$ cat src/hw/exu_op_pkg.sv
package exu_op_pkg;

    // ------------------------------
    // arithmetic unit
    // ------------------------------

    typedef enum logic [3:0] {
        alu_add    = 4'd0,
        alu_sub    = 4'd1,
        alu_sll    = 4'd2,
        alu_slt    = 4'd3,
        alu_sltu   = 4'd4,
        alu_xor    = 4'd5,
        alu_srl    = 4'd6,
        alu_sra    = 4'd7,
        alu_or     = 4'd8,
        alu_and    = 4'd9,
        // operand b straight through, used by lui
        alu_pass_b = 4'd10
    } alu_op_e;

    typedef enum logic {
        src_a_rs1 = 1'b0,
        src_a_pc  = 1'b1
    } src_a_e;

    typedef enum logic {
        src_b_rs2 = 1'b0,
        src_b_imm = 1'b1
    } src_b_e;

    // ------------------------------
    // control flow
    // ------------------------------

    typedef enum logic [3:0] {
        br_none = 4'd0,
        br_jal  = 4'd1,
        br_jalr = 4'd2,
        br_beq  = 4'd3,
        br_bne  = 4'd4,
        br_blt  = 4'd5,
        br_bge  = 4'd6,
        br_bltu = 4'd7,
        br_bgeu = 4'd8
    } br_op_e;

    // ------------------------------
    // memory access
    // ------------------------------

    typedef enum logic [1:0] {
        mem_none  = 2'd0,
        mem_load  = 2'd1,
        mem_store = 2'd2
    } mem_op_e;

    typedef enum logic [1:0] {
        mem_byte = 2'd0,
        mem_half = 2'd1,
        mem_word = 2'd2
    } mem_size_e;

endpackage

$ cat src/hw/exu_bus_pkg.sv
package exu_bus_pkg;

    localparam int XLEN_DEFAULT = 32;
    localparam int REG_IDX_W = 5;

    // ------------------------------
    // decode to execute
    // ------------------------------

    typedef struct packed {
        exu_op_pkg::alu_op_e        alu_op;
        exu_op_pkg::src_a_e         src_a;
        exu_op_pkg::src_b_e         src_b;
        exu_op_pkg::br_op_e         br_op;
        exu_op_pkg::mem_op_e        mem_op;
        exu_op_pkg::mem_size_e      mem_size;
        logic                       mem_unsigned;
        logic [REG_IDX_W-1:0]       rd_idx;
        logic [REG_IDX_W-1:0]       rs1_idx;
        logic [REG_IDX_W-1:0]       rs2_idx;
        logic                       rd_en;
        logic [XLEN_DEFAULT-1:0]    pc;
        logic [XLEN_DEFAULT-1:0]    imm;
        logic [XLEN_DEFAULT-1:0]    rs1;
        logic [XLEN_DEFAULT-1:0]    rs2;
    } exu_in_t;

    // ------------------------------
    // execute to memory/writeback
    // ------------------------------

    // result is the address for loads and stores, pc+4 for jumps
    typedef struct packed {
        logic [REG_IDX_W-1:0]       rd_idx;
        logic                       rd_en;
        logic [XLEN_DEFAULT-1:0]    result;
        exu_op_pkg::mem_op_e        mem_op;
        exu_op_pkg::mem_size_e      mem_size;
        logic                       mem_unsigned;
        logic [XLEN_DEFAULT-1:0]    store_data;
    } exu_out_t;

    // unit outputs inside the stage
    typedef struct packed {
        logic [XLEN_DEFAULT-1:0]    result;
    } alu_res_t;

    typedef struct packed {
        logic                       taken;
        logic [XLEN_DEFAULT-1:0]    target;
    } br_res_t;

endpackage

$ cat src/hw/exu_alu.sv
`timescale 1ns/1ps

module exu_alu #(
    parameter int XLEN = 32
) (
    input  exu_bus_pkg::exu_in_t  instr,
    output exu_bus_pkg::alu_res_t alu_res
);

    localparam int SHAMT_W = $clog2(XLEN);

    logic [XLEN-1:0]    op_a;
    logic [XLEN-1:0]    op_b;
    logic [XLEN-1:0]    result;
    logic [SHAMT_W-1:0] shamt;

    // ------------------------------
    // operand select
    // ------------------------------

    // jumps come in as pc + 4 through these selects
    assign op_a = (instr.src_a == exu_op_pkg::src_a_pc) ? instr.pc : instr.rs1;
    assign op_b = (instr.src_b == exu_op_pkg::src_b_imm) ? instr.imm : instr.rs2;
    assign shamt = op_b[SHAMT_W-1:0];

    // ------------------------------
    // operation
    // ------------------------------

    always_comb begin
        case (instr.alu_op)
            exu_op_pkg::alu_add:    result = op_a + op_b;
            exu_op_pkg::alu_sub:    result = op_a - op_b;
            exu_op_pkg::alu_sll:    result = op_a << shamt;
            exu_op_pkg::alu_slt:    result = {{(XLEN-1){1'b0}}, $signed(op_a) < $signed(op_b)};
            exu_op_pkg::alu_sltu:   result = {{(XLEN-1){1'b0}}, op_a < op_b};
            exu_op_pkg::alu_xor:    result = op_a ^ op_b;
            exu_op_pkg::alu_srl:    result = op_a >> shamt;
            // arithmetic shift keeps the sign of a
            exu_op_pkg::alu_sra:    result = $signed(op_a) >>> shamt;
            exu_op_pkg::alu_or:     result = op_a | op_b;
            exu_op_pkg::alu_and:    result = op_a & op_b;
            exu_op_pkg::alu_pass_b: result = op_b;
            default:                result = '0;
        endcase
    end

    assign alu_res.result = result;

    // an op outside the table must never reach a register or an address
    always_comb begin
        if (instr.rd_en || instr.mem_op != exu_op_pkg::mem_none) begin
            assert (instr.alu_op inside {[exu_op_pkg::alu_add:exu_op_pkg::alu_pass_b]})
                else $error("exu_alu: illegal alu_op %0d", instr.alu_op);
        end
    end

endmodule

$ cat src/hw/exu_branch.sv
`timescale 1ns/1ps

module exu_branch #(
    parameter int XLEN = 32
) (
    input  exu_bus_pkg::exu_in_t instr,
    output exu_bus_pkg::br_res_t br_res
);

    logic [XLEN-1:0] cmp_a;
    logic [XLEN-1:0] cmp_b;
    logic [XLEN-1:0] base;
    logic [XLEN-1:0] sum;
    logic            is_jalr;
    logic            eq;
    logic            lt;
    logic            ltu;

    // ------------------------------
    // compare
    // ------------------------------

    assign cmp_a = instr.rs1;
    assign cmp_b = instr.rs2;
    assign eq = cmp_a == cmp_b;
    assign lt = $signed(cmp_a) < $signed(cmp_b);
    assign ltu = cmp_a < cmp_b;

    always_comb begin
        case (instr.br_op)
            exu_op_pkg::br_jal:  br_res.taken = 1'b1;
            exu_op_pkg::br_jalr: br_res.taken = 1'b1;
            exu_op_pkg::br_beq:  br_res.taken = eq;
            exu_op_pkg::br_bne:  br_res.taken = !eq;
            exu_op_pkg::br_blt:  br_res.taken = lt;
            exu_op_pkg::br_bge:  br_res.taken = !lt;
            exu_op_pkg::br_bltu: br_res.taken = ltu;
            exu_op_pkg::br_bgeu: br_res.taken = !ltu;
            default:             br_res.taken = 1'b0;
        endcase
    end

    // ------------------------------
    // target
    // ------------------------------

    assign is_jalr = instr.br_op == exu_op_pkg::br_jalr;
    assign base = is_jalr ? instr.rs1 : instr.pc;
    assign sum = base + instr.imm;
    // jalr drops bit 0 of the computed address
    assign br_res.target = is_jalr ? {sum[XLEN-1:1], 1'b0} : sum;

endmodule

$ cat src/hw/exu_stage.sv
`timescale 1ns/1ps

module exu_stage #(
    parameter int XLEN = 32
) (
    input  logic                  clock,
    input  logic                  reset,
    input  logic                  in_valid,
    output logic                  in_ready,
    input  exu_bus_pkg::exu_in_t  in_instr,
    input  exu_bus_pkg::alu_res_t alu_res,
    input  exu_bus_pkg::br_res_t  br_res,
    output logic                  out_valid,
    input  logic                  out_ready,
    output exu_bus_pkg::exu_out_t out_rec,
    output logic                  redirect_valid,
    output logic [XLEN-1:0]       redirect_pc,
    input  logic                  load_finish
);

    logic                              accept;
    logic                              is_load;
    logic                              lock_valid;
    logic [exu_bus_pkg::REG_IDX_W-1:0] lock_idx;
    logic                              lock_hit;

    // ------------------------------
    // handshake and load-use lock
    // ------------------------------

    // register zero never waits on a load
    assign lock_hit = lock_valid && (lock_idx != '0)
                      && (in_instr.rs1_idx == lock_idx || in_instr.rs2_idx == lock_idx);
    assign in_ready = !out_valid && !lock_hit;
    assign accept = in_valid && in_ready;

    assign is_load = in_instr.mem_op == exu_op_pkg::mem_load;

    always_ff @(posedge clock) begin
        if (reset) begin
            lock_valid <= 1'b0;
        end else if (accept && is_load) begin
            // a newer load replaces the one still outstanding
            lock_valid <= 1'b1;
            lock_idx <= in_instr.rd_idx;
        end else if (load_finish) begin
            lock_valid <= 1'b0;
        end
    end

    // ------------------------------
    // output record
    // ------------------------------

    always_ff @(posedge clock) begin
        if (reset) begin
            out_valid <= 1'b0;
        end else if (accept) begin
            out_valid <= 1'b1;
        end else if (out_ready) begin
            out_valid <= 1'b0;
        end
    end

    always_ff @(posedge clock) begin
        if (accept) begin
            out_rec.rd_idx <= in_instr.rd_idx;
            out_rec.rd_en <= in_instr.rd_en;
            out_rec.result <= alu_res.result;
            out_rec.mem_op <= in_instr.mem_op;
            out_rec.mem_size <= in_instr.mem_size;
            out_rec.mem_unsigned <= in_instr.mem_unsigned;
            out_rec.store_data <= in_instr.rs2;
        end
    end

    // ------------------------------
    // redirect pulse
    // ------------------------------

    // jumps always come in with taken set by the branch unit
    always_ff @(posedge clock) begin
        if (reset) begin
            redirect_valid <= 1'b0;
        end else begin
            redirect_valid <= accept && br_res.taken;
        end
    end

    always_ff @(posedge clock) begin
        if (accept) begin
            redirect_pc <= br_res.target;
        end
    end

    // ------------------------------
    // assertions
    // ------------------------------

    // record held under back-pressure
    a_out_stable: assert property (@(posedge clock) disable iff (reset)
        out_valid && !out_ready |=> out_valid && $stable(out_rec));

    a_redirect_pulse: assert property (@(posedge clock) disable iff (reset)
        redirect_valid |=> !redirect_valid);

endmodule

$ cat src/hw/exu_top.sv
`timescale 1ns/1ps

module exu_top #(
    parameter int XLEN = 32
) (
    input  logic                  clock,
    input  logic                  reset,
    input  logic                  in_valid,
    output logic                  in_ready,
    input  exu_bus_pkg::exu_in_t  in_instr,
    output logic                  out_valid,
    input  logic                  out_ready,
    output exu_bus_pkg::exu_out_t out_rec,
    output logic                  redirect_valid,
    output logic [XLEN-1:0]       redirect_pc,
    input  logic                  load_finish
);

    exu_bus_pkg::alu_res_t alu_res;
    exu_bus_pkg::br_res_t  br_res;

    // both units see the same instruction in the same cycle
    exu_alu #(
        .XLEN(XLEN)
    ) u_alu (
        .instr   (in_instr),
        .alu_res (alu_res)
    );

    exu_branch #(
        .XLEN(XLEN)
    ) u_branch (
        .instr  (in_instr),
        .br_res (br_res)
    );

    exu_stage #(
        .XLEN(XLEN)
    ) u_stage (
        .clock          (clock),
        .reset          (reset),
        .in_valid       (in_valid),
        .in_ready       (in_ready),
        .in_instr       (in_instr),
        .alu_res        (alu_res),
        .br_res         (br_res),
        .out_valid      (out_valid),
        .out_ready      (out_ready),
        .out_rec        (out_rec),
        .redirect_valid (redirect_valid),
        .redirect_pc    (redirect_pc),
        .load_finish    (load_finish)
    );

endmodule

$ cat config.mk
export PLATFORM = sky130hd
export DESIGN_NAME = exu_top
export DESIGN_NICKNAME = d
export VERILOG_FILES = /design/src/hw/exu_op_pkg.sv /design/src/hw/exu_bus_pkg.sv /design/src/hw/exu_alu.sv /design/src/hw/exu_branch.sv /design/src/hw/exu_stage.sv /design/src/hw/exu_top.sv
export SDC_FILE = /design/constraint.sdc
export NUM_CORES = 1
export LEC_CHECK = 0
export BUFFER_PORTS_ARGS = -buffer_cell sky130_fd_sc_hd__buf_2
export CAP_MARGIN = 20
export CORE_UTILIZATION = 59
export DETAILED_ROUTE_END_ITERATION = 16
export GPL_TIMING_DRIVEN = 1
export PLACE_DENSITY = 0.88
export RECOVER_POWER = 25
export SYNTH_ARGS = -nofsm -noshare
export SYNTH_HDL_FRONTEND = slang
export SYNTH_SLANG_ARGS = --single-unit
$ cat constraint.sdc
create_clock -name clock -period 6.3 [get_ports clock]
set_input_delay 0.63 -clock clock [delete_from_list [all_inputs] [get_ports clock]]
set_output_delay 0.63 -clock clock [all_outputs]
set_load 0.005 [all_outputs]
---- After elaboration in Yosys (flattened, before gate mapping) ----
Cells that the tools add are included.
Widths: inputs -> output; s select.
operators by class
  muxes and demuxes ....................... 9
  magnitude comparators ................... 4
  bitwise gates (word level) .............. 4
  reductions and logical operators ........ 18
  shift operators ......................... 3
  add/sub/neg operators ................... 3
  div/mod/pow operators ................... 0
  equal/unequal tests ..................... 22
  $mul .................................... 0
operator list
  operator            count
  $pmux 32 s11        1
  $lt 32x32->1        4
  $mux 32             3
  $add 32x32->32      2
  $and 32x32->32      1
  $eq 32x32->1        1
  $eq 4x3->1 const B  8
  $or 32x32->32       1
  $shl 32x5->32       1
  $shr 32x5->32       1
  $sshr 32x5->32      1
  $sub 32x32->32      1
  $xor 32x32->32      1
  $eq 4x2->1 const B  4
  $eq 4x4->1 const B  4
  $eq 5x5->1          2
  $eq 4x1->1 const B  2
  $pmux 1 s7          1
  $logic_and 1x1->1   6
  $logic_not 1->1     5
  $reduce_bool 5->1   1
  $logic_not 4->1     1
  $mux 1              4
  $reduce_bool 2->1   2
  other kinds (5)     5
storage, ports and cells
  memory bits (read-only) ................. 0
  output and inout bits ................... 110
  RAM bits ................................ 0
  word-level logic and storage cells ...... 76
  flip-flop bits (word level) ............. 115
  latch bits .............................. 0
  memories ................................ 0

---- Longest topological paths before layout ----
  depth after elaboration ................. 8
  mapped depth ............................ 18

---- Hierarchy ----
Synthesis repeated with hierarchy kept, for this count alone.
unflattened totals
  cells, all modules ...................... 2030
  area, all modules ....................... 16390.7 µm²
modules (own cells, without submodules)
  module      cells an instance  times used  area an instance (µm²)
  exu_alu     1504               1           9892.0
  exu_stage   142                1           3632.2
  exu_branch  384                1           2866.5

---- Least setup slack after synthesis ----
No wires, ideal clock.
  path kind ............................... register to register
  start point ............................. register u_stage.lock_idx[1] in the netlist's numbering
  end point ............................... register u_stage.lock_idx[0] in the netlist's numbering (enable)
  stages on the path, launching flop included .. 8
  setup time .............................. 381 ps
  data required time ...................... 5919 ps
  buffers on the path ..................... 1
  path slack .............................. 634 ps
  arrival time ............................ 5285 ps
  cells stage by stage .................... edfxtp_1 > or4_1 > o21ai_0 > a21oi_1 > nor2_1 > and2_1 > clkbuf_1 > nor4bb_1
on the way
  longest elaborated chain between the ends .. 8
  elaborated cells on any way between the ends .. 11
  those cells by class .................... 2 x eq/ne; 9 x reduce/logical
RTL lines
  item                                                          line                              text
  start, declared                                               exu_stage.sv:24                   logic [exu_bus_pkg::REG_IDX_W-1:0] lock_idx;
  start signal, assigned                                        exu_stage.sv:45                   lock_idx <= in_instr.rd_idx;
  $eq 5x5->1 / $reduce_bool 5->1 (equally long branches)        exu_stage.sv:33, exu_stage.sv:32
  $logic_or 1x1->1 / $logic_and 1x1->1 (equally long branches)  exu_stage.sv:33, exu_stage.sv:32
  $logic_and 1x1->1 (*)                                         exu_stage.sv:33                   && (in_instr.rs1_idx == lock_idx || in_instr.rs2_idx == lock_idx);
  $logic_not 1->1 (*)                                           exu_stage.sv:34                   assign in_ready = !out_valid && !lock_hit;
  $logic_and 1x1->1 (*)                                         exu_stage.sv:34
  named net in_ready                                            exu_top.sv:9                      output logic in_ready,
  $logic_and 1x1->1 (*)                                         exu_stage.sv:35                   assign accept = in_valid && in_ready;
  named net u_stage.accept                                      exu_stage.sv:21                   logic accept;
  $logic_and 1x1->1 (*)                                         exu_stage.sv:42                   end else if (accept && is_load) begin
  $reduce_and 2->1 (no line) (*)                                -
The timed path passes the listed nets; every way through them passes the cells marked *.
A chain may end at the register's enable or synchronous reset.

==> run metrics <==
Starting DRT DRC Count 2,581; Fmax achieved 0.2001 GHz; DRT antenna net count 0; max-cap viol count 0; Crit Path Class in2reg; antenna cells 0; residual DRC count 0; Die Wd 164.1 um; number of post-CTS setup repair buffers 0; setup TNS 0 ns; area grow syn2layout 13.37%; fin area 17,570 sq um; Core Region 25,470 sq um; critical path peak fanout 27; cts repair resizes 0; Placed Cells 2,485; initial antenna violation count 2; required time of the critical path 6.46 ns; H-tree lvl count 4; Setup crit start kind primary input; Synth Area in Simple Gates 17.12%; Clock Pin Slew Worst Setup and Hold Paths 0.07 ns; worst slew pin tran 1.028 ns; Syn Nets 2,296; most frequent CP cell inv_1; Synth Area in Compound Gates 29.05%; Min Hold Slack 0.3644 ns; Final setup viols 0; worst vdd ir 0.0001485 V; Clock Latency Late Sink 0.43 ns; port bufs 273; Post-DP Area 17,070 sq um; dpl hpwl 49,820 um; Post-synth ARST share 0%; worst rel slew slack 29.69%; largest net degree at the start of global routing 65; Yosys reg bits 115; clock sinks 115; final hold violation count 0; Clock Path Buffers 2; Tightest Hold Check Type in2reg; post-synthesis adder-cell area fraction 13.31%; number of I/O pins 274; Via density 7.100; main combinational cell family by area after synthesis compound AO/OA/AOI/OAI gates; Final #Nets 2,502; Congestion Overflow GR 0; number of CTS-inserted buffers 17; row count 58; slowest cell on the critical path buf_2; Layout Skew 0.009345 ns; Final WS setup 1.301 ns; leakage power 7.647 nW; mux share of post-synthesis cell area 9.244%; sequential share of the synthesized area 22.09%; Max Slew Vio Count 0; Post-synth EDFFs 112; pwr/cell area 207.8 nW/um^2; CP cell instances buf_2 > buf_4 > nand2_1 > o21ai_0 > inv_1 > ha_1 > inv_1 > nor4_1 > a21boi_0 > a31oi_2 > a31oi_1 > o311ai_2 > a21oi_1 > o21bai_1 > mux2i_1 > o211ai_1; Most used DFF post-synth edfxtp_1; die height 164.1 um; unrepaired setup endpoints after global routing false; CTS tree built; via count 17,879; final cell count without fillers 2,518; die area 26,920 sq um; number of global-route vias before repair 16,974; Final Wtd Congestion 1.088; DP Worst Slack 1.055 ns; Syn. warnings 0; # hold bufs at CTS 0; Final period util 79.34%; XOR/XNOR Fraction of Synth Area 2.543%; r2r setup slk 3.05 ns; syn_area_per_cell 7.871 sq um; global-route wire length before repair 98,210 um; Distinct cells, synth 87; worst path arrival time 5.16 ns; endpoint class of the critical path flip-flop; Worst path max stage delay 0.56 ns; total wire length 66,260 um; Initial Utilization 60.84%; Routed wire per std cell 26.32 um; root buffer cell clkbuf_16; Final min period 4.999 ns; drt pass-1 iters 10; gr usage total 48.54%; status complete, no violations; cells after synthesis 1,969; Mapped Area 15,500 sq um; fraction of layout cells with a size suffix above 1 17.69%
## layer usage
metal | global-route usage, % | share of wire (%) | up-vias
met5 | 1.326 | 0.080 | -
met4 | 34.22 | 7.8 | 2
met3 | 12.55 | 12 | 364
met2 | 76.60 | 44 | 1500
met1 | 57.24 | 36 | 8235
li1 | - | - | 7778
## worst max-delay path: cells and delay by family
family | cells | cell delay (ns)
adders and majority gates | 1 | 0.51
muxes | 1 | 0.23
buffers and inverters | 4 | 1.31
and+or+nand+nor | 2 | 0.40
AOI/OAI and AO/OA | 8 | 2.06
## cells by family after synthesis
kind of cell / Yosys count
AO/OA/AOI/OAI: 687
XOR/XNOR: 45
adder cells (fa/ha/maj): 163
buffers and inverters: 253
flip-flops: 115
multiplexers: 135
AND/OR/NAND/NOR: 571
## cell usage in the layout (no fill, tap or decap), types with 25 or more instances in the layout
master    count
inv_1       131
a211oi_1     33
buf_4        31
a221oi_1     25
nor3_1       42
clkbuf_1     50
o21ai_0     142
o22ai_1      36
nor2_1      198
mux2_2       53
o211ai_1     27
xnor2_1      32
ha_1        160
edfxtp_1    112
a21oi_1     193
nand2_1     144
buf_2       225
nand3_1      46
a21o_1       36
mux2i_1      75
## cell type report
cell class	count	area, sq um
fillers	2126	7903
well taps	330	412.9
clock inverters	14	131.4
flip-flops and latches	115	3423
inverters	135	506.7
clock buffers	18	429.2
multi-input cells	1601	11120
repair buffers	305	1543
## registers in the layout, indices dropped and copies added (netlist names)
signal	count
u_stage.lock_idx	5
u_stage.lock_valid	1
u_stage.out_rec	75
u_stage.out_valid	1
u_stage.redirect_pc	32
u_stage.redirect_valid	1
## synth_stat cells, types with 8 or more instances
cell type | count | area share [%]
clkbuf_1 | 68 | 1.6
buf_1 | 16 | 0.39
ha_1 | 160 | 13
nor3_1 | 44 | 1.4
xnor2_1 | 32 | 1.8
nor2b_1 | 20 | 0.81
nand3_1 | 46 | 1.5
o211ai_1 | 27 | 1.3
a21oi_1 | 193 | 6.2
and3_1 | 13 | 0.52
o21bai_1 | 18 | 0.87
a31oi_1 | 17 | 0.69
nand4_1 | 16 | 0.65
o31ai_1 | 13 | 0.63
nand2b_1 | 21 | 0.85
buf_4 | 8 | 0.39
edfxtp_1 | 112 | 22
nand2_1 | 145 | 3.5
nor4_1 | 12 | 0.48
mux2_2 | 53 | 3.9
a22oi_1 | 15 | 0.73
or3_1 | 11 | 0.44
o22ai_1 | 36 | 1.5
a211oi_1 | 33 | 1.6
nor2_1 | 201 | 4.9
a21o_1 | 36 | 1.7
inv_1 | 131 | 3.2
a211o_1 | 12 | 0.68
a221o_1 | 13 | 0.84
o21ai_0 | 142 | 4.6
o21a_1 | 8 | 0.39
mux2i_1 | 78 | 5.0
xor2_1 | 13 | 0.73
buf_2 | 23 | 0.74
a221oi_1 | 25 | 1.4
o311ai_0 | 10 | 0.57
o221ai_1 | 15 | 0.85
## path summary, 6_finish.rpt
kind                        from                   to  cells after the start
max reg2reg  u_stage.lock_idx[0]  u_stage.out_rec[49]                      6
min reg2reg   u_stage.lock_valid   u_stage.lock_valid                      2
max                in_instr[153]  u_stage.out_rec[68]                     16
min                in_instr[128]  u_stage.out_rec[69]                      1
## report_power, final
group          internal [mW]  total (mW)  switching, mW
sequential             0.944       0.967         0.0223
combinational          0.578        1.66           1.08
clock                  0.549        1.03          0.479
total                   2.07        3.65           1.58
## per-stage QoR
stage | utilization [%] | total power, mW
after global routing | 68.98 | 3.767
after global placement | 67.00 | 2.530
final | 68.98 | 3.651
after detailed placement | 67.00 | 2.560
after floorplan | - | 2.032
after CTS | 69.20 | 3.562
Power figures use the tool's default switching activity.
